`config.mk`:
```
export PLATFORM = sky130hd
export DESIGN_NAME = mapper_banks
export DESIGN_NICKNAME = d
export VERILOG_FILES = /design/src/rtl/nes_cart_pkg.sv /design/src/rtl/mapper_banks.sv
export VERILOG_INCLUDE_DIRS = /design/src /design/src/include
export SDC_FILE = /design/constraint.sdc
export NUM_CORES = 1
export LEC_CHECK = 0
export ABC_AREA = 0
export ABC_CLOCK_PERIOD_IN_PS = 2800
export BUFFER_PORTS_ARGS = -buffer_cell sky130_fd_sc_hd__buf_4
export CORE_MARGIN = 10
export CORE_UTILIZATION = 26
export CTS_CLUSTER_DIAMETER = 50
export CTS_CLUSTER_SIZE = 30
export DETAILED_ROUTE_END_ITERATION = 10
export GPL_TIMING_DRIVEN = 1
export PLACE_DENSITY_LB_ADDON = 0.3
export SYNTH_ARGS = -nofsm -noshare
export SYNTH_HDL_FRONTEND = slang
export SYNTH_SLANG_ARGS = --single-unit
```
`constraint.sdc`:
```
create_clock -name clk_i -period 2.8 [get_ports clk_i]
set_input_delay 0.56 -clock clk_i [delete_from_list [all_inputs] [get_ports clk_i]]
set_output_delay 0.56 -clock clk_i [all_outputs]
set_load 0.01 [all_outputs]
```
`src/include/nes_cart_params.svh`:
```
// Cartridge core parameters: bus widths, bank sizes and game header length

`ifndef NES_CART_PARAMS_SVH
`define NES_CART_PARAMS_SVH

// Data bus
`define DATA_W       8

// CPU and PPU buses as seen by the cartridge
`define CPU_AW       15   // $8000-$FFFF window
`define PPU_AW       13   // Pattern tables, $0000-$1FFF

// Bank geometry
`define PRG_BANK_AW  14   // 16 KB PRG bank
`define CHR_BANK_AW  13   // 8 KB CHR bank

// On-cartridge memories
`define PRG_ROM_AW   16   // Up to 4 PRG banks
`define CHR_AW       15   // Up to 4 CHR banks
`define PRG_RAM_AW   13   // 8 KB work RAM

// Game stream layout
`define HEADER_BYTES 4    // PRG count, CHR count, mapper, mirroring

`endif
```
`src/rtl/nes_cart_pkg.sv`:
```
// Cartridge core types: mapper and layout codes, loader states and memory requests

`default_nettype none

`include "nes_cart_params.svh"

package nes_cart_pkg;

    // iNES mapper numbers handled by the core
    typedef enum logic [7:0] {
        MAP_NROM  = 8'd0,
        MAP_UXROM = 8'd2,
        MAP_CNROM = 8'd3,
        MAP_AXROM = 8'd7
    } mapper_e;

    // Nametable arrangement reported to the PPU
    typedef enum logic [2:0] {
        LAYOUT_HORIZONTAL  = 3'd0,
        LAYOUT_VERTICAL    = 3'd1,
        LAYOUT_SINGLE_LOW  = 3'd2,
        LAYOUT_SINGLE_HIGH = 3'd3
    } layout_e;

    typedef enum logic [1:0] {
        BOOT_HEADER,
        BOOT_PRG,
        BOOT_CHR,
        BOOT_DONE
    } boot_state_e;

    typedef struct packed {
        logic [2:0] prg_banks;  // 16 KB units, power of two
        logic [2:0] chr_banks;  // 8 KB units, 0 means CHR RAM
        mapper_e    mapper;
        logic       vertical;   // Mirroring flag from the header
    } cart_header_t;

    // One access to a cartridge memory; narrower memories take the low address bits
    typedef struct packed {
        logic                   rd;
        logic                   wr;
        logic [`PRG_ROM_AW-1:0] addr;
        logic [`DATA_W-1:0]     wdata;
    } mem_req_t;

endpackage

`default_nettype wire

```
`src/rtl/mapper_banks.sv`:
```
// Bank registers and address translation for NROM, UxROM, CNROM and AxROM boards

`timescale 1ns/1ns
`default_nettype none

`include "nes_cart_params.svh"

module mapper_banks (
    input  wire                              clk_i,
    input  wire                              reset_i,
    input  wire nes_cart_pkg::cart_header_t  header_i,
    input  wire                              booting_i,
    input  wire                              mapper_wr_i,
    input  wire [`CPU_AW-1:0]                mapper_addr_i,
    input  wire [`DATA_W-1:0]                mapper_wr_data_i,
    input  wire                              prg_rd_i,
    input  wire [`CPU_AW-1:0]                prg_addr_i,
    input  wire                              ram_rd_i,
    input  wire                              ram_wr_i,
    input  wire [`PRG_RAM_AW-1:0]            ram_addr_i,
    input  wire [`DATA_W-1:0]                ram_wr_data_i,
    input  wire                              chr_rd_i,
    input  wire                              chr_wr_i,
    input  wire [`PPU_AW-1:0]                chr_addr_i,
    input  wire [`DATA_W-1:0]                chr_wr_data_i,
    output nes_cart_pkg::mem_req_t           prg_rom_req_o,
    output nes_cart_pkg::mem_req_t           prg_ram_req_o,
    output nes_cart_pkg::mem_req_t           chr_req_o,
    output nes_cart_pkg::layout_e            nametable_layout_o
);

    localparam int PRG_SEL_W = `PRG_ROM_AW - `PRG_BANK_AW;  // 16 KB bank select
    localparam int CHR_SEL_W = `CHR_AW - `CHR_BANK_AW;      // 8 KB bank select
    localparam int AX_SEL_W  = `PRG_ROM_AW - `CPU_AW;       // 32 KB bank select

    logic [PRG_SEL_W-1:0]   uxrom_bank;
    logic [CHR_SEL_W-1:0]   cnrom_bank;
    logic [AX_SEL_W-1:0]    axrom_bank;
    logic                   axrom_screen;
    logic [PRG_SEL_W-1:0]   prg_last_bank;
    logic [CHR_SEL_W-1:0]   chr_last_bank;
    logic [`PRG_ROM_AW-1:0] prg_map;
    logic [`PRG_ROM_AW-1:0] prg_mask;
    logic [`CHR_AW-1:0]     chr_map;
    logic [`CHR_AW-1:0]     chr_mask;
    logic [`PRG_RAM_AW-1:0] ram_map;
    logic                   supported;
    logic                   chr_ram;
    logic                   bus_on;

    assign supported = (header_i.mapper inside {nes_cart_pkg::MAP_NROM, nes_cart_pkg::MAP_UXROM,
                                                nes_cart_pkg::MAP_CNROM, nes_cart_pkg::MAP_AXROM});
    assign chr_ram   = (header_i.chr_banks == 3'd0);
    assign bus_on    = !booting_i;

    // Bank counts are powers of two, so the last bank doubles as the mask
    assign prg_last_bank = PRG_SEL_W'(header_i.prg_banks - 3'd1);
    assign chr_last_bank = chr_ram ? '0 : CHR_SEL_W'(header_i.chr_banks - 3'd1);
    assign prg_mask      = {prg_last_bank, {`PRG_BANK_AW{1'b1}}};
    assign chr_mask      = {chr_last_bank, {`CHR_BANK_AW{1'b1}}};

    // Every write in the window hits the single register of these boards
    always_ff @(posedge clk_i) begin
        if (reset_i) begin
            uxrom_bank   <= '0;
            cnrom_bank   <= '0;
            axrom_bank   <= '0;
            axrom_screen <= 1'b0;
        end else if (mapper_wr_i && bus_on) begin
            case (header_i.mapper)
                nes_cart_pkg::MAP_UXROM: uxrom_bank <= mapper_wr_data_i[PRG_SEL_W-1:0];
                nes_cart_pkg::MAP_CNROM: cnrom_bank <= mapper_wr_data_i[CHR_SEL_W-1:0];
                nes_cart_pkg::MAP_AXROM: begin
                    axrom_bank   <= mapper_wr_data_i[AX_SEL_W-1:0];  // Bits 2:1 exceed 64 KB
                    axrom_screen <= mapper_wr_data_i[4];
                end
                default: ;
            endcase
        end
    end

    always_comb begin
        prg_map            = {{AX_SEL_W{1'b0}}, prg_addr_i};
        chr_map            = {{CHR_SEL_W{1'b0}}, chr_addr_i};
        ram_map            = ram_addr_i;
        nametable_layout_o = header_i.vertical ? nes_cart_pkg::LAYOUT_VERTICAL
                                               : nes_cart_pkg::LAYOUT_HORIZONTAL;
        case (header_i.mapper)
            nes_cart_pkg::MAP_NROM: ;
            nes_cart_pkg::MAP_UXROM: begin
                // Upper 16 KB window is fixed to the last bank
                prg_map = {prg_addr_i[`PRG_BANK_AW] ? prg_last_bank : uxrom_bank,
                           prg_addr_i[`PRG_BANK_AW-1:0]};
            end
            nes_cart_pkg::MAP_CNROM: chr_map = {cnrom_bank, chr_addr_i};
            nes_cart_pkg::MAP_AXROM: begin
                prg_map            = {axrom_bank, prg_addr_i};
                nametable_layout_o = axrom_screen ? nes_cart_pkg::LAYOUT_SINGLE_HIGH
                                                  : nes_cart_pkg::LAYOUT_SINGLE_LOW;
            end
            default: begin
                prg_map            = '0;
                chr_map            = '0;
                ram_map            = '0;
                nametable_layout_o = nes_cart_pkg::LAYOUT_HORIZONTAL;
            end
        endcase
    end

    always_comb begin
        prg_rom_req_o.rd    = prg_rd_i && bus_on;
        prg_rom_req_o.wr    = 1'b0;                    // Read only
        prg_rom_req_o.addr  = prg_map & prg_mask;
        prg_rom_req_o.wdata = '0;

        prg_ram_req_o.rd    = ram_rd_i && bus_on && supported;
        prg_ram_req_o.wr    = ram_wr_i && bus_on && supported;
        prg_ram_req_o.addr  = {{(`PRG_ROM_AW - `PRG_RAM_AW){1'b0}}, ram_map};
        prg_ram_req_o.wdata = ram_wr_data_i;

        chr_req_o.rd        = chr_rd_i && bus_on;
        chr_req_o.wr        = chr_wr_i && bus_on && supported && chr_ram;  // CHR ROM ignores writes
        chr_req_o.addr      = {{(`PRG_ROM_AW - `CHR_AW){1'b0}}, chr_map & chr_mask};
        chr_req_o.wdata     = chr_wr_data_i;
    end

endmodule

`default_nettype wire

```
==> impl_metrics.tcl <==
set metrics [dict create \
    clock_latency_ns 0.22 \
    setup_violations 0 \
    clock_skew_ns 0 \
    cts_tree "done" \
    required_ns 2.24 \
    drive_gt1_share_pct 55.8 \
    grt_start_max_net_pins 41 \
    synth_cell_types 30 \
    ys_seq_elements 6 \
    routed-via-count 1300 \
    final_cells 290 \
    pwr-share-comb_pct 37.5 \
    syn_avg_cell_area_um2 7.47 \
    synth.most_common_cell "and2_1" \
    grt_pass1_vias 1410 \
    fp.coreArea_um2 3690 \
    initialDrtViolationCount 38 \
    ios 185 \
    post-route-period-util_pct 98.3 \
    sequentialPowerShare_pct 25.1 \
    dr_wl_met2_um 2400 \
    grt_setup_unrepaired "yes" \
    ir_drop_mv 0.0913 \
    switchingPower_uw 82.9 \
    route.met3.wl_um 857 \
    yosys_warnings 0 \
    htreeDepth 1 \
    status "finished clean" \
    p_leak_uw 0.000989 \
    max_freq_ghz 0.363 \
    die-area_um2 6730 \
    gr-total-overflow 0 \
    syn_area_um2 1000 \
    synthCells 134 \
    async_reset_ff_share_pct 0 \
    fin_nets 348 \
    synth_ff_type "dfxtp_1" \
    dp_hpwl_um 4110 \
    cp.arrival_ns 2.19 \
    min_path_cells 2 \
    area_growth_pct 91.9 \
    p_clk_share_pct 37.4 \
    top_layer "met4" \
    start_util_pct 27.1 \
    synth_edf_count 0 \
    cp-end-kind "output pin" \
    vias_per_cell 4.48 \
    final_util_pct 52.1 \
    cap_viol_max_count 0 \
    p_int_uw 259 \
    synth_area_leader_cell "and2_1" \
    dp.cells 281 \
    wl_per_cell_um 16.5 \
    io_buffers 117 \
    slew_violations 0 \
    drt-pass1-iter-count 4 \
    drtAntennaViolNets 0 \
    synth_common_cells "40 x and2_1, 30 x buf_4, 7 x nand2b_1, 6 x dfxtp_1, 5 x nor2b_1" \
    die_y_um 82.0 \
    cp-start-kind "input port" \
    gp_congestion 0.760 \
    drc 0 \
    path_class "input port to output pin" \
    fin_tns_setup_ns 0 \
    numClockSinks 6 \
    grt_use_total_pct 12.8 \
    die_x_um 82.0 \
    antenna_found_initial 0 \
    rr_worst_depth 2 \
    diodes 0 \
    switching_share_pct 24.2 \
    finalHoldViolations 0 \
    synth_top_cell_area_share_pct 25.0 \
    drt_wl_total_um 4800 \
    yosys-top-cells-area "and2_1 25%, buf_4 23%, dfxtp_1 12%" \
    numCtsBuffers 3 \
    cts_max_path_buffers 2 \
    crit_fanout 10 \
    rows 22 \
    min_period_ns 2.75 \
    clk_pin_slew_ns 0.04 \
    grt_pass1_wl_um 6750 \
    worst_hold_path_type "flop to flop" \
    power_per_cell_area_nw_per_um2 178 \
    m1WireLength_um 1430 \
    root_buffer "clkbuf_8" \
    synth-seq-area-share_pct 12.0 \
]
-- metrics by stage --
| step | area (µm²) | setup slack, ns | hold slack [ns] | power (µW) |
|---|---|---|---|---|
| CTS | 1830 | 0.0592 | 0.471 | 340 |
| finish | 1920 | 0.0472 | 0.472 | 342 |
| global placement | 1790 | 0.0728 | 0.458 | 210 |
| floorplan | 1050 | 0.137 | 0.437 | 158 |
| global route | 1920 | -0.00265 | 0.486 | 358 |
| detailed placement | 1790 | 0.0590 | 0.466 | 211 |
-- cell families (layout without fill, tap and decap cells) --
logic type                Yosys count  after routing  synth area share [%]
AOI/OAI and AO/OA                   9              9                  6.62
and+or+nand+nor                    78             78                  51.0
muxes                               4              4                  4.00
DFF                                 6              6                  12.0
other                               1             14                 0.375
xor gates and xnor gates            1              1                 0.875
buffers and inverters              35            130                  25.1
-- final timing paths --
check          startpoint            end  slack, ns
max reg2reg    axrom_bank     axrom_bank       2.21
min reg2reg  axrom_screen   axrom_screen       0.47
min          axrom_screen   axrom_screen       0.47
max           header_i[6]  chr_req_o[20]       0.05
-- layout make-up --
class,instances,area (µm²)
Clock buffer,3,41.3
Multi-Input combinational cell,106,687
Tap cell,48,60.1
Sequential cell,6,120
Timing Repair Buffer,127,1010
Fill cell,360,1770
-- flip-flops by register name (all words and copies together) (netlist names) --
register      flops
axrom_bank        1
axrom_screen      1
uxrom_bank        2
cnrom_bank        2
-- per-layer routing --
metal	global-route usage [%]	up-vias
met5	0	-
met4	6.12	0
met3	8.95	12
met2	23.6	93
met1	9.88	568
li1	-	627
-- critical path, stage by stage --
cell and delay [ns]:
buf_4 0.11, or4_4 0.53, buf_6 0.14, nor4_4 0.27, buf_6 0.17, clkbuf_16 0.15, and2_1 0.13, buf_4 0.12
-- power groups by stage --
stage | Clock [µW] | Combinational, µW | Sequential, µW
floorplan | 0 | 71.0 | 87.3
global placement | 0 | 122 | 87.3
detailed placement | 0 | 124 | 87.3
CTS | 130 | 124 | 86.1
global route | 132 | 140 | 86.0
finish | 128 | 128 | 86.1
-- cell usage in the layout, fill, tap and decap left out, drive strengths merged --
cell type	instances
nor3b	4
a31oi	1
and2	40
xor2	1
nor2	4
conb	14
a32o	1
or4	2
buf	125
nand3	2
nor4	2
nor4b	2
a211oi	1
nand2	1
and4bb	1
nor2b	5
o211ai	1
nor3	2
dfxtp	6
nand4	3
a21oi	3
o31ai	2
clkbuf	5
nand2b	7
mux2i	4
and4b	1
nand3b	1
nand4b	1
-- what timing repair did --
item	CTS	global route
hold endpoints to repair	0	0
hold buffers	0	0
resized for setup	0	2
buffers inserted	0	3
endpoints found under the setup margin	0	16
Note: power is estimated with default switching activity, not from simulation.
