<file path="src/include/nes_cart_params.svh">
// Cartridge core parameters: bus widths, bank sizes and game header length

`ifndef NES_CART_PARAMS_SVH
`define NES_CART_PARAMS_SVH

// Data bus
`define DATA_W       8

// CPU and PPU buses as seen by the cartridge
`define CPU_AW       15   // $8000-$FFFF window
`define PPU_AW       13   // Pattern tables, $0000-$1FFF

// Bank geometry
`define PRG_BANK_AW  14   // 16 KB PRG bank
`define CHR_BANK_AW  13   // 8 KB CHR bank

// On-cartridge memories
`define PRG_ROM_AW   16   // Up to 4 PRG banks
`define CHR_AW       15   // Up to 4 CHR banks
`define PRG_RAM_AW   13   // 8 KB work RAM

// Game stream layout
`define HEADER_BYTES 4    // PRG count, CHR count, mapper, mirroring

`endif
</file>
<file path="src/rtl/nes_cart_pkg.sv">
// Cartridge core types: mapper and layout codes, loader states and memory requests

`default_nettype none

`include "nes_cart_params.svh"

package nes_cart_pkg;

    // iNES mapper numbers handled by the core
    typedef enum logic [7:0] {
        MAP_NROM  = 8'd0,
        MAP_UXROM = 8'd2,
        MAP_CNROM = 8'd3,
        MAP_AXROM = 8'd7
    } mapper_e;

    // Nametable arrangement reported to the PPU
    typedef enum logic [2:0] {
        LAYOUT_HORIZONTAL  = 3'd0,
        LAYOUT_VERTICAL    = 3'd1,
        LAYOUT_SINGLE_LOW  = 3'd2,
        LAYOUT_SINGLE_HIGH = 3'd3
    } layout_e;

    typedef enum logic [1:0] {
        BOOT_HEADER,
        BOOT_PRG,
        BOOT_CHR,
        BOOT_DONE
    } boot_state_e;

    typedef struct packed {
        logic [2:0] prg_banks;  // 16 KB units, power of two
        logic [2:0] chr_banks;  // 8 KB units, 0 means CHR RAM
        mapper_e    mapper;
        logic       vertical;   // Mirroring flag from the header
    } cart_header_t;

    // One access to a cartridge memory; narrower memories take the low address bits
    typedef struct packed {
        logic                   rd;
        logic                   wr;
        logic [`PRG_ROM_AW-1:0] addr;
        logic [`DATA_W-1:0]     wdata;
    } mem_req_t;

endpackage

`default_nettype wire

</file>
<file path="src/rtl/boot_loader.sv">
// Game loader: parses the stream header and writes the PRG and CHR images into memory

`timescale 1ns/1ns
`default_nettype none

`include "nes_cart_params.svh"

module boot_loader (
    input  wire                         clk_i,
    input  wire                         reset_i,
    input  wire                         boot_valid_i,
    input  wire [`DATA_W-1:0]           boot_data_i,
    output logic                        boot_ready_o,
    output logic                        boot_complete_o,
    output nes_cart_pkg::cart_header_t  header_o,
    output logic                        booting_o,
    output nes_cart_pkg::mem_req_t      prg_wr_o,
    output nes_cart_pkg::mem_req_t      chr_wr_o
);

    nes_cart_pkg::boot_state_e state;
    logic [`PRG_ROM_AW-1:0]    count;     // Byte index inside the current phase
    logic [`PRG_ROM_AW-1:0]    prg_last;
    logic [`PRG_ROM_AW-1:0]    chr_last;
    logic                      accept;
    logic                      last_byte;

    assign accept = boot_valid_i && boot_ready_o;

    // Last image address of each phase, from the bank counts
    assign prg_last = `PRG_ROM_AW'({header_o.prg_banks, {`PRG_BANK_AW{1'b0}}} - 1'b1);
    assign chr_last = `PRG_ROM_AW'({header_o.chr_banks, {`CHR_BANK_AW{1'b0}}} - 1'b1);

    always_comb begin
        case (state)
            nes_cart_pkg::BOOT_HEADER: last_byte = (count == `PRG_ROM_AW'(`HEADER_BYTES - 1));
            nes_cart_pkg::BOOT_PRG:    last_byte = (count == prg_last);
            nes_cart_pkg::BOOT_CHR:    last_byte = (count == chr_last);
            default:                   last_byte = 1'b0;
        endcase
    end

    always_ff @(posedge clk_i) begin
        if (reset_i) begin
            state    <= nes_cart_pkg::BOOT_HEADER;
            count    <= '0;
            header_o <= '0;
        end else if (accept) begin
            count <= last_byte ? '0 : count + 1'b1;

            if (state == nes_cart_pkg::BOOT_HEADER) begin
                case (count[1:0])
                    2'd0:    header_o.prg_banks <= boot_data_i[2:0];
                    2'd1:    header_o.chr_banks <= boot_data_i[2:0];
                    2'd2:    header_o.mapper    <= nes_cart_pkg::mapper_e'(boot_data_i);
                    default: header_o.vertical  <= boot_data_i[0];
                endcase
            end

            if (last_byte) begin
                case (state)
                    nes_cart_pkg::BOOT_HEADER: state <= nes_cart_pkg::BOOT_PRG;
                    nes_cart_pkg::BOOT_PRG: begin
                        // No CHR image when the board carries CHR RAM
                        state <= (header_o.chr_banks == 3'd0) ? nes_cart_pkg::BOOT_DONE
                                                              : nes_cart_pkg::BOOT_CHR;
                    end
                    default: state <= nes_cart_pkg::BOOT_DONE;
                endcase
            end
        end
    end

    assign boot_ready_o    = (state != nes_cart_pkg::BOOT_DONE);
    assign booting_o       = (state != nes_cart_pkg::BOOT_DONE);
    assign boot_complete_o = (state == nes_cart_pkg::BOOT_DONE);

    // Image bytes are written in the cycle they are accepted
    always_comb begin
        prg_wr_o       = '0;
        prg_wr_o.wr    = accept && (state == nes_cart_pkg::BOOT_PRG);
        prg_wr_o.addr  = count;
        prg_wr_o.wdata = boot_data_i;

        chr_wr_o       = '0;
        chr_wr_o.wr    = accept && (state == nes_cart_pkg::BOOT_CHR);
        chr_wr_o.addr  = count;
        chr_wr_o.wdata = boot_data_i;
    end

endmodule

`default_nettype wire

</file>
<file path="config.mk">
export PLATFORM = sky130hd
export DESIGN_NAME = boot_loader
export DESIGN_NICKNAME = d
export VERILOG_FILES = /design/src/rtl/nes_cart_pkg.sv /design/src/rtl/boot_loader.sv
export VERILOG_INCLUDE_DIRS = /design/src /design/src/include
export SDC_FILE = /design/constraint.sdc
export NUM_CORES = 1
export LEC_CHECK = 0
export BUFFER_PORTS_ARGS = -buffer_cell sky130_fd_sc_hd__clkbuf_2
export CORE_AREA = 2 2 101 64
export CTS_CLUSTER_SIZE = 20
export DETAILED_ROUTE_END_ITERATION = 7
export DIE_AREA = 0 0 103 66
export SKIP_CTS_REPAIR_TIMING = 1
export SYNTH_ARGS = -nofsm -noshare
export SYNTH_HDL_FRONTEND = slang
export SYNTH_SLANG_ARGS = --single-unit
</file>
<file path="constraint.sdc">
create_clock -name clk_i -period 3.4 [get_ports clk_i]
set_clock_uncertainty 0.15 [all_clocks]
set_input_delay 0.51 -clock clk_i [delete_from_list [all_inputs] [get_ports clk_i]]
set_output_delay 0.51 -clock clk_i [all_outputs]
set_load 0.005 [all_outputs]
</file>
==> tab_implementation.tex, run 1 <==
\begin{tabular}{lr}
\hline
Metric & Value \\
\hline
\multicolumn{2}{l}{\textbf{Final layout}} \\
\quad Commonest non-fill, non-tap cell in the layout & clkbuf\_2 \\
\quad Combined area of the multi-input logic cells & between 900 and 1000 µm² \\
\quad Share of post-route cells with drive strength above 1 & 0.3464 \\
\quad Most frequent cells in the layout & 78 x clkbuf\_2, 33 x dfxtp\_1, 25 x nand2\_1 \\
\quad Antenna cell count & 0 \\
\quad Count of nets after finishing & about 300 \\
\quad Number of fill cells & 631 \\
\quad Area growth syn-to-layout & 14.12\% \\
\quad Area taken by flip-flops and latches & $\sim$660 µm² \\
\multicolumn{2}{l}{\textbf{Worst setup path}} \\
\quad R2R setup slack & around 0.92 ns \\
\quad CP top delay family & compound AO/OA/AOI/OAI gates \\
\quad Setup crit end kind & flip-flop \\
\quad Worst path bufs/invs & 1 \\
\quad Series of cell instances along the critical path & inv\_1 > ha\_1 > nor4bb\_1 > a21oi\_1 > o311ai\_1 > a2111oi\_2 > mux2\_2 \\
\quad Critical path peak fanout & 7 \\
\quad Arrival time of data at the critical path endpoint & between 2 and 3 ns \\
\quad Reg-to-reg critical path startpoint & state[0] \\
\quad Destination of the worst register-to-register timing path & state[1] \\
\quad Worst R2R Path Depth & 7 \\
\quad Worst Setup Start Kind & flip-flop \\
\quad Type of the setup path with the least slack & flip-flop to flip-flop \\
\quad Delay contributed by the slowest stage of the critical path & around 0.49 ns \\
\quad Cell with the biggest individual delay on the critical path & a2111oi\_2 \\
\quad CP required & around 3.4 ns \\
\multicolumn{2}{l}{\textbf{Global routing}} \\
\quad Initial antenna violation count & 0 \\
\quad Largest net degree at the start of global routing & 36 \\
\quad Total grt overflow & 0 \\
\quad Global-route wire length before repair & 7362 µm \\
\quad Number of global-route vias before repair & 1432 \\
\quad Overall fraction of global-route tracks in use & 0.1437 \\
\multicolumn{2}{l}{\textbf{Synth}} \\
\quad Portion of the post-synthesis area used by sequential elements & 0.3300 \\
\quad Synth warnings & 0 \\
\quad Syn avg cell area & around 8.6 µm² \\
\quad Commonest register cell after synthesis & dfxtp\_1 \\
\quad Share of synthesized registers carrying an async set or reset & 0 \\
\quad EDFF count, synth & 0 \\
\quad Instance count of the mapped netlist & about 230 \\
\quad Post-synthesis sequential element count & 33 \\
\quad Count of distinct cell types in the synthesized netlist & 40 \\
\quad Post-synthesis cell area & 2002 µm² \\
\multicolumn{2}{l}{\textbf{Hold path}} \\
\quad Number of stages on the worst hold path & 2 \\
\quad Worst min-delay path endpoint & header\_o[5] \\
\quad HP Class & flip-flop to flip-flop \\
\quad Start point of the worst hold path & header\_o[5] \\
\multicolumn{2}{l}{\textbf{Power and ir drop}} \\
\quad Total power divided by cell area & between 300 and 400 nW/µm² \\
\quad Max IR drop VDD & $\sim$0.13 mV \\
\quad Standby leakage power & just over 0.001 µW \\
\multicolumn{2}{l}{\textbf{STA}} \\
\quad Time the final worst path needs with I/O delays and setup & between 2 and 2.5 ns \\
\quad Sum of negative setup slack & 0 ns \\
\quad Worst-case hold slack & 0.3058 ns \\
\quad Final setup fails & 0 \\
\quad Final Slew Violations & 0 \\
\quad Worst rel slew slack & 0.5070 \\
\quad RSZ-0062 raised after global routing & false \\
\quad Final Hold Vio Count & 0 \\
\quad Achievable frequency & 402.9 MHz \\
\quad Slew of the pin with the lowest slew margin & $\sim$0.74 ns \\
\quad Fin crit share & 0.7299 \\
\multicolumn{2}{l}{\textbf{CTS}} \\
\quad Skew-Pair Late Insertion Delay & $\sim$0.28 ns \\
\quad Clock sink count & 33 \\
\quad CTS H-Tree Depth & 2 \\
\quad Clk buf depth & 2 \\
\quad CTS tree & yes \\
\quad TritonCTS Buffers & 5 \\
\quad Clock tree root buffer cell & clkbuf\_8 \\
\quad Clock input transition at the sequential cells of the worst setup and hold paths & approximately 0.07 ns \\
\multicolumn{2}{l}{\textbf{Floorplanning}} \\
\quad Number of rows in the core area & 22 \\
\quad Number of placed I/O pins & just over 80 \\
\quad Initial standard-cell utilization of the core & 0.3398 \\
\quad Floorplan Core Area & $\sim$5900 µm² \\
\quad Die Y-Extent & around 66 µm \\
\quad Die X & approximately 100 µm \\
\quad Area of the die & slightly below 7000 µm² \\
\multicolumn{2}{l}{\textbf{Route}} \\
\quad Final WL & $\sim$4700 µm \\
\quad Via count & 1688 \\
\quad Routed via count divided by cell count & about 4.6 \\
\quad Residual DRC & 0 \\
\quad Wire per inst & approximately 13 µm \\
\quad 1st-iter DRT viols & between 50 and 60 \\
\quad Number of nets with antenna violations after detailed routing & 0 \\
\quad Number of iterations in the first detailed-routing pass & 6 \\
\multicolumn{2}{l}{\textbf{Run}} \\
\quad Number of violations of the max-capacitance limit & 0 \\
\multicolumn{2}{l}{\textbf{Status}} \\
\quad Result of the run & completed \\
\multicolumn{2}{l}{\textbf{Placement}} \\
\quad Count of buffers from port buffering & 78 \\
\quad Final weighted congestion in routability-driven placement & $\sim$0.80 \\
\quad DPL Wire Length & between 3000 and 4000 µm \\
\hline
\end{tabular}
power by group:
group	total [µW]	internal, µW	switching (µW)
logic	88.2	38.4	49.8
clock network	292	142	150
registers	407	396	10.9
flip-flops by register name (all words and copies together) (netlist names):
register / count
count: 16
header_o: 15
state: 2
synth_stat cells (all sizes together), types with 2 or more instances:
master,number,area [µm²]
buf,36,274.0
dfxtp,33,660.6
nand2,25,93.84
nor3,20,100.1
nor2,16,60.06
ha,11,137.6
inv,11,41.29
a21oi,10,50.05
xnor2,9,78.83
mux2i,7,70.07
nand3,7,35.03
xor2,7,61.31
clkbuf,6,32.53
nor4,5,31.28
nand4,4,37.53
and2,3,18.77
nor2b,3,18.77
a2111oi,2,42.54
mux2,2,22.52
worst min-delay path: stages, from the launching register on:
cell,delay (ns)
dfxtp_1,0.31
nand2_1,0.05
a21oi_1,0.05
area by class of cell:
class / instances / area share
Multi-Input combinational cell: 149 / 0.4365
Sequential cell: 33 / 0.2892
Tap cell: 84 / 0.04600
Inverter: 11 / 0.01807
Timing Repair Buffer: 79 / 0.1742
Clock inverter: 2 / 0.004381
Clock buffer: 6 / 0.03176
stage by stage:
step	power [µW]	setup WS [ns]	instance area, µm²	utilization	instances
after detailed placement	504.5	0.9380	2202	0.3738	356
after global routing	825.6	0.7104	2285	0.3879	364
after global placement	503.1	1.003	2202	0.3738	356
final	787.2	0.9182	2285	0.3879	364
after floorplan	481.7	1.103	2006	-	235
after CTS	797.2	0.9011	2285	0.3879	364
how the worst max path moves through the flow:
stage	from	end	slack [ns]	cells after the start
3_5_place_dp	state[0]	state[0]	0.94	7
5_1_grt	state[0]	state[0]	0.71	7
6_report	state[0]	state[1]	0.92	7
4_1_cts	state[0]	state[1]	0.90	7
3_3_place_gp	state[0]	state[0]	1.00	7
2_1_floorplan	header_o[9]	state[0]	1.10	7
metal layers:
layer,global-route usage,up-vias,routed length [µm]
li1,-,848,-
met2,0.2005,45,1862
met3,0.03488,5,213
met5,0,-,0
met4,0.04441,0,50
met1,0.2139,790,2538
logic make-up after synthesis:
family                     after synthesis  share of synthesized area
other                                    1                   0.001873
xor gates and xnor gates                16                    0.07000
DFF                                     33                     0.3300
buffers and inverters                   53                     0.1737
muxes                                    9                    0.04625
and+or+nand+nor                         91                     0.2294
AOI/OAI and AO/OA                       20                    0.08000
adders and majority gates               11                    0.06875
No activity file was read; power rests on OpenSTA's default activity.
==> run 2: changes to the inputs <==
==> constraint.sdc (replaced) <==
create_clock -name clk_i -period 2.5 [get_ports clk_i]
set_clock_uncertainty 0.15 [all_clocks]
set_input_delay 0.375 -clock clk_i [delete_from_list [all_inputs] [get_ports clk_i]]
set_output_delay 0.375 -clock clk_i [all_outputs]
set_load 0.005 [all_outputs]
==> run 2 against run 1 <==
  * Worst hold slack got worse by 0.13 ns
  * Clock power increased by 78%
  * Die area unchanged
  * Utilization grew 2.4 points
  * Clock-buffer cell count is 1 lower
  * Critical path depth unchanged
  * Via count is 0.59% lower
  * Sequential power increased by 35%
  * Wire length grew 1.7%
  * Sequential share of layout area fell by 1.5 points
==> tab_implementation.tex, run 2 (same netlist as run 1, synthesis figures left out) <==
\begin{tabular}{lr}
\hline
Metric & Value \\
\hline
\multicolumn{2}{l}{\textbf{Worst setup path}} \\
\quad Arrival time of data at the critical path endpoint & 2.44 ns (was 2.51 ns) \\
\quad Setup crit end kind & flip-flop (unchanged) \\
\quad CP required & 2.53 ns (was 3.43 ns) \\
\quad Type of the setup path with the least slack & flip-flop to flip-flop (unchanged) \\
\quad Critical path peak fanout & 4 (was 7) \\
\quad Worst Setup Start Kind & flip-flop (unchanged) \\
\quad Delay contributed by the slowest stage of the critical path & 0.44 ns (was 0.49 ns) \\
\quad Series of cell instances along the critical path & inv\_1 > ha\_1 > nor2b\_1 > o31a\_1 > o22a\_2 > a2111oi\_4 > mux2\_4 (was inv\_1 > ha\_1 > nor4bb\_1 > a21oi\_1 > o311ai\_1 > a2111oi\_2 > mux2\_2) \\
\quad Cell with the biggest individual delay on the critical path & a2111oi\_4 (was a2111oi\_2) \\
\multicolumn{2}{l}{\textbf{Floorplanning}} \\
\quad Floorplan Core Area & 5891 µm² (unchanged) \\
\quad Initial standard-cell utilization of the core & 0.3398 (unchanged) \\
\quad Number of rows in the core area & 22 (unchanged) \\
\quad Die Y-Extent & 66 µm (unchanged) \\
\quad Die X & 103 µm (unchanged) \\
\quad Area of the die & 6798 µm² (unchanged) \\
\quad Number of placed I/O pins & 81 (unchanged) \\
\multicolumn{2}{l}{\textbf{Final layout}} \\
\quad Number of flip-flops in the largest register & 16 (unchanged) \\
\quad Area growth syn-to-layout & 21.25\% (was 14.12\%) \\
\quad Antenna cell count & 0 (unchanged) \\
\quad Number of fill cells & 635 (was 631) \\
\quad Number of standard cells in the layout, taps in and fillers out & 372 (was 364) \\
\quad Count of nets after finishing & 309 (was 301) \\
\quad Most frequent cells in the layout & 78 x clkbuf\_2, 29 x dfxtp\_1, 25 x nand2\_1 (was 78 x clkbuf\_2, 33 x dfxtp\_1, 25 x nand2\_1) \\
\quad Largest registers & count x16, header\_o x15, state x2 (unchanged) \\
\quad Most flop-heavy register & count (unchanged) \\
\quad Share of post-route cells with drive strength above 1 & 0.3924 (was 0.3464) \\
\quad Commonest non-fill, non-tap cell in the layout & clkbuf\_2 (unchanged) \\
\multicolumn{2}{l}{\textbf{Route}} \\
\quad Number of nets with antenna violations after detailed routing & 0 (unchanged) \\
\quad Routed via count divided by cell count & 4.511 (was 4.637) \\
\quad Via count & 1678 (was 1688) \\
\quad Final WL & 4743 µm (was 4664 µm) \\
\quad Residual DRC & 0 (unchanged) \\
\quad Wire per inst & 12.75 µm (was 12.81 µm) \\
\quad 1st-iter DRT viols & 48 (was 58) \\
\quad Number of iterations in the first detailed-routing pass & 4 (was 6) \\
\multicolumn{2}{l}{\textbf{Global routing}} \\
\quad Total grt overflow & 0 (unchanged) \\
\quad Number of global-route vias before repair & 1544 (was 1432) \\
\quad Global-route wire length before repair & 7645 µm (was 7362 µm) \\
\quad Overall fraction of global-route tracks in use & 0.1455 (was 0.1437) \\
\quad Largest net degree at the start of global routing & 23 (was 36) \\
\quad Initial antenna violation count & 0 (unchanged) \\
\multicolumn{2}{l}{\textbf{STA}} \\
\quad Time the final worst path needs with I/O delays and setup & 2.415 ns (was 2.482 ns) \\
\quad Final Hold Vio Count & 0 (unchanged) \\
\quad Slew of the pin with the lowest slew margin & 0.5436 ns (was 0.7395 ns) \\
\quad Final Slew Violations & 0 (unchanged) \\
\quad Fin crit share & 0.9660 (was 0.7299) \\
\quad Worst-case hold slack & 0.1757 ns (was 0.3058 ns) \\
\quad Achievable frequency & 414.1 MHz (was 402.9 MHz) \\
\quad Worst rel slew slack & 0.6343 (was 0.5070) \\
\quad Final setup fails & 0 (unchanged) \\
\multicolumn{2}{l}{\textbf{Power and ir drop}} \\
\quad Max IR drop VDD & 0.2165 mV (was 0.1294 mV) \\
\quad Standby leakage power & 0.001094 µW (was 0.001036 µW) \\
\quad Total power divided by cell area & 496.5 nW/µm² (was 344.5 nW/µm²) \\
\multicolumn{2}{l}{\textbf{Hold path}} \\
\quad HP Class & input port to flip-flop (was flip-flop to flip-flop) \\
\multicolumn{2}{l}{\textbf{CTS}} \\
\quad Skew-Pair Late Insertion Delay & 0.29 ns (was 0.28 ns) \\
\quad CTS tree & yes (unchanged) \\
\quad TritonCTS Buffers & 5 (unchanged) \\
\quad Clock input transition at the sequential cells of the worst setup and hold paths & 0.08 ns (was 0.07 ns) \\
\quad CTS H-Tree Depth & 2 (unchanged) \\
\quad Clk buf depth & 2 (unchanged) \\
\quad Clock tree root buffer cell & clkbuf\_8 (unchanged) \\
\quad Clock sink count & 33 (unchanged) \\
\multicolumn{2}{l}{\textbf{Placement}} \\
\quad DPL Wire Length & 3568 µm (was 3566 µm) \\
\quad Total instance count after detailed placement & 362 (was 356) \\
\quad Count of buffers from port buffering & 78 (unchanged) \\
\quad Final weighted congestion in routability-driven placement & 0.8163 (was 0.7986) \\
\multicolumn{2}{l}{\textbf{Run}} \\
\quad Number of violations of the max-capacitance limit & 0 (unchanged) \\
\multicolumn{2}{l}{\textbf{Status}} \\
\quad Result of the run & completed (unchanged) \\
\hline
\end{tabular}
[run 2: power by group]
group          switching, µW  internal [µW]  total, µW  leakage, µW
clock                    222            298        521    0.0000543
combinational           75.3           61.1        136     0.000771
sequential              9.29            539        548     0.000269
[run 2: critical path: cells and delay by family, from the launching register on]
family | cells | cell delay, ns
compound gates | 3 | 0.99
mux | 1 | 0.34
buf+inv | 1 | 0.09
flops | 1 | 0.35
fa+ha+maj | 1 | 0.23
simple gates | 1 | 0.16
[run 2: per-layer routing]
layer  GRT usage  vias up  part of all wire
met5           0        -                 0
li1            -      860                 -
met1      0.2173      773              0.54
met4     0.02961        0            0.0057
met2      0.2054       43              0.40
met3     0.04123        2             0.051
[run 2: area by class of cell]
class | instances | area [µm²] | share of cell area
Clock inverter | 3 | 46.29 | 0.01907
Multi-Input combinational cell | 149 | 1030 | 0.4242
Clock buffer | 5 | 68.82 | 0.02835
Timing Repair Buffer | 87 | 470.5 | 0.1938
Sequential cell | 33 | 665.6 | 0.2742
Inverter | 11 | 41.29 | 0.01701
Tap cell | 84 | 105.1 | 0.04330
[run 2: per-stage QoR]
stage | setup slack [ns] | total power (µW) | TNS, ns | cell area, µm² | util
floorplan | 0.2032 | 655.1 | 0 | 2006 | -
global placement | 0.1030 | 692.6 | 0 | 2260 | 0.3836
detailed placement | 0.03445 | 695.0 | 0 | 2260 | 0.3836
CTS | 0.02315 | 1214 | 0 | 2375 | 0.4031
global route | -0.008460 | 1263 | -0.008460 | 2427 | 0.4121
finish | 0.08513 | 1205 | 0 | 2427 | 0.4121
[run 2: worst paths after layout]
path                  start           to  slack (ns)  cells after the start
max                state[1]     state[0]        0.09                      7
min          boot_data_i[4]  header_o[5]        0.18                      3
max reg2reg        state[1]     state[0]        0.09                      7
min reg2reg     header_o[1]  header_o[1]        0.30                      2
==> run 3: changes to the inputs <==
--- a/config.mk
+++ b/config.mk
@@ -11,6 +11,7 @@
 export CTS_CLUSTER_SIZE = 20
 export DETAILED_ROUTE_END_ITERATION = 7
 export DIE_AREA = 0 0 103 66
+export REMOVE_ABC_BUFFERS = 1
 export SKIP_CTS_REPAIR_TIMING = 1
 export SYNTH_ARGS = -nofsm -noshare
 export SYNTH_HDL_FRONTEND = slang
==> run 3 against run 2 <==
  * Clock power grew 17%
  * Sequential cell count stayed put
  * Sequential power about the same
  * Combinational power barely moved
  * Final cell count shrank 0.54%
  * Utilization fell by 0.085 points
  * Global-route usage decreased by 0.53 points
  * Via count rose by 0.72%
  * Critical endpoint is now state[1]
  * Largest cell class unchanged
  * Largest power group is now clock
==> tab_implementation.tex, run 3 (same netlist as run 1, synthesis figures left out) <==
\begin{tabular}{lr}
\hline
Metric & Value \\
\hline
\multicolumn{2}{l}{\textbf{STA}} \\
\quad Time the final worst path needs with I/O delays and setup & 2.457 ns (was 2.415 ns) \\
\quad RSZ-0062 raised after global routing & true \\
\quad Final Slew Violations & 0 (unchanged) \\
\quad Setup WS post-layout & 0.04334 ns (was 0.08513 ns) \\
\quad Final setup fails & 0 (unchanged) \\
\quad Fin crit share & 0.9827 (was 0.9660) \\
\quad Achievable frequency & 407.1 MHz (was 414.1 MHz) \\
\quad Final Hold Vio Count & 0 (unchanged) \\
\multicolumn{2}{l}{\textbf{Worst setup path}} \\
\quad Destination of the worst register-to-register timing path & state[1] (was state[0]) \\
\quad Arrival time of data at the critical path endpoint & 2.48 ns (was 2.44 ns) \\
\quad Critical path peak fanout & 5 (was 4) \\
\quad R2R setup slack & 0.04 ns (was 0.09 ns) \\
\quad Reg-to-reg critical path startpoint & state[0] (was state[1]) \\
\quad Depth of the critical timing path with buffers and inverters included & 7 (unchanged) \\
\quad Type of the setup path with the least slack & flip-flop to flip-flop (unchanged) \\
\quad CP top delay family & compound AO/OA/AOI/OAI gates (unchanged) \\
\quad Worst path bufs/invs & 1 (unchanged) \\
\quad Worst Setup Start Kind & flip-flop (unchanged) \\
\quad Setup crit end kind & flip-flop (unchanged) \\
\quad Delay contributed by the slowest stage of the critical path & 0.39 ns (was 0.44 ns) \\
\quad Worst R2R Path Depth & 7 (unchanged) \\
\quad Series of cell instances along the critical path & inv\_1 > ha\_2 > and2b\_2 > o31a\_1 > o22a\_2 > a2111oi\_4 > mux2\_2 (was inv\_1 > ha\_1 > nor2b\_1 > o31a\_1 > o22a\_2 > a2111oi\_4 > mux2\_4) \\
\quad Cell with the biggest individual delay on the critical path & a2111oi\_4 (unchanged) \\
\quad CP required & 2.53 ns (about the same) \\
\multicolumn{2}{l}{\textbf{Floorplanning}} \\
\quad Number of placed I/O pins & 81 (unchanged) \\
\quad Area of the die & 6798 µm² (unchanged) \\
\quad Initial standard-cell utilization of the core & 0.3398 (unchanged) \\
\quad Die Y-Extent & 66 µm (unchanged) \\
\quad Die X & 103 µm (unchanged) \\
\quad Number of rows in the core area & 22 (unchanged) \\
\quad Floorplan Core Area & 5891 µm² (unchanged) \\
\multicolumn{2}{l}{\textbf{Global routing}} \\
\quad Largest net degree at the start of global routing & 20 (was 23) \\
\quad Total grt overflow & 0 (unchanged) \\
\quad Overall fraction of global-route tracks in use & 0.1402 (was 0.1455) \\
\quad Initial antenna violation count & 0 (unchanged) \\
\quad Number of global-route vias before repair & 1500 (was 1544) \\
\quad Global-route wire length before repair & 7320 µm (was 7645 µm) \\
\multicolumn{2}{l}{\textbf{Hold path}} \\
\quad HP Class & input port to flip-flop (unchanged) \\
\quad Number of stages on the worst hold path & 3 (unchanged) \\
\quad Worst min-delay path endpoint & header\_o[4] (was header\_o[5]) \\
\quad Start point of the worst hold path & boot\_data\_i[3] (was boot\_data\_i[4]) \\
\multicolumn{2}{l}{\textbf{Final layout}} \\
\quad Combined area of the multi-input logic cells & 1022 µm² (was 1030 µm²) \\
\quad Core utilization of the finished layout & 0.4112 (was 0.4121) \\
\quad Share of post-route cells with drive strength above 1 & 0.3846 (was 0.3924) \\
\quad Antenna cell count & 0 (unchanged) \\
\quad Largest registers & count x16, header\_o x15, state x2 (unchanged) \\
\quad Area taken by flip-flops and latches & 664.4 µm² (was 665.6 µm²) \\
\quad Number of fill cells & 616 (was 635) \\
\quad Number of standard cells in the layout, taps in and fillers out & 370 (was 372) \\
\quad Most frequent cells in the layout & 78 x clkbuf\_2, 30 x dfxtp\_1, 25 x nand2\_1 (was 78 x clkbuf\_2, 29 x dfxtp\_1, 25 x nand2\_1) \\
\quad Most flop-heavy register & count (unchanged) \\
\quad Number of flip-flops in the largest register & 16 (unchanged) \\
\quad Count of nets after finishing & 307 (was 309) \\
\quad Area growth syn-to-layout & 21.00\% (was 21.25\%) \\
\quad Commonest non-fill, non-tap cell in the layout & clkbuf\_2 (unchanged) \\
\multicolumn{2}{l}{\textbf{Placement}} \\
\quad Count of buffers from port buffering & 78 (unchanged) \\
\quad Total instance count after detailed placement & 362 (unchanged) \\
\quad DPL Wire Length & 3456 µm (was 3568 µm) \\
\quad Post-placement worst setup slack & 0.02430 ns (was 0.03445 ns) \\
\quad Final weighted congestion in routability-driven placement & 0.8413 (was 0.8163) \\
\multicolumn{2}{l}{\textbf{CTS}} \\
\quad TritonCTS Buffers & 5 (unchanged) \\
\quad Clock input transition at the sequential cells of the worst setup and hold paths & 0.08 ns (about the same) \\
\quad CTS tree & yes (unchanged) \\
\quad Clk buf depth & 2 (unchanged) \\
\quad CTS H-Tree Depth & 2 (unchanged) \\
\quad Clock tree root buffer cell & clkbuf\_8 (unchanged) \\
\quad Clock sink count & 33 (unchanged) \\
\quad Skew-Pair Late Insertion Delay & 0.29 ns (about the same) \\
\multicolumn{2}{l}{\textbf{Route}} \\
\quad Wire per inst & 12.78 µm (was 12.75 µm) \\
\quad Routed via count divided by cell count & 4.568 (was 4.511) \\
\quad Number of iterations in the first detailed-routing pass & 4 (unchanged) \\
\quad 1st-iter DRT viols & 58 (was 48) \\
\quad Number of nets with antenna violations after detailed routing & 0 (unchanged) \\
\quad Final WL & 4729 µm (was 4743 µm) \\
\quad Via count & 1690 (was 1678) \\
\quad Residual DRC & 0 (unchanged) \\
\multicolumn{2}{l}{\textbf{Power and ir drop}} \\
\quad Overall power consumption & 1294 µW (was 1205 µW) \\
\quad Max IR drop VDD & 0.3012 mV (was 0.2165 mV) \\
\quad Standby leakage power & 0.001095 µW (was 0.001094 µW) \\
\quad Total power divided by cell area & 534.4 nW/µm² (was 496.5 nW/µm²) \\
\multicolumn{2}{l}{\textbf{Run}} \\
\quad Number of violations of the max-capacitance limit & 0 (unchanged) \\
\multicolumn{2}{l}{\textbf{Status}} \\
\quad Result of the run & completed (unchanged) \\
\hline
\end{tabular}
[run 3: worst register-to-register path: stages (launching register included)]
cell	delay (ns)
dfxtp_2	0.35
inv_1	0.09
ha_2	0.23
and2b_2	0.21
o31a_1	0.28
o22a_2	0.26
a2111oi_4	0.39
mux2_2	0.37
[run 3: area by class of cell]
cell class | count | area share
multi-input cells | 149 | 0.4220
flip-flops and latches | 33 | 0.2743
repair buffers | 85 | 0.1880
well taps | 84 | 0.04339
clock buffers | 5 | 0.02841
clock inverters | 3 | 0.02686
inverters | 11 | 0.01705
[run 3: power breakdown]
part	switching, µW	internal (µW)
Combinational	73.9	59.9
Clock	216	396
Sequential	9.57	539
[run 3: routing by layer]
layer,GRT usage,vias up,wire length (µm)
met2,0.2102,61,2000
met3,0.03594,7,305
met4,0.04441,0,51
li1,-,853,-
met1,0.1959,769,2372
met5,0,-,0
[run 3: how the worst max path moves through the flow]
| stage | startpoint | endpoint | slack [ns] |
|---|---|---|---|
| 2_1_floorplan | header_o[9] | count[0] | 0.19 |
| 3_3_place_gp | state[0] | state[0] | 0.10 |
| 3_5_place_dp | state[0] | state[0] | 0.02 |
| 4_1_cts | state[0] | state[1] | 0.01 |
| 5_1_grt | header_o[9] | state[0] | -0.05 |
| 6_report | state[0] | state[1] | 0.04 |
[run 3: through the flow]
step                      setup TNS [ns]  area, µm²  hold WS [ns]
after floorplan                        0       1699        0.2941
after global placement                 0       2260        0.2934
after detailed placement               0       2260        0.2993
after CTS                              0       2394        0.1712
after global routing            -0.08731       2422        0.1965
final                                  0       2422        0.1766
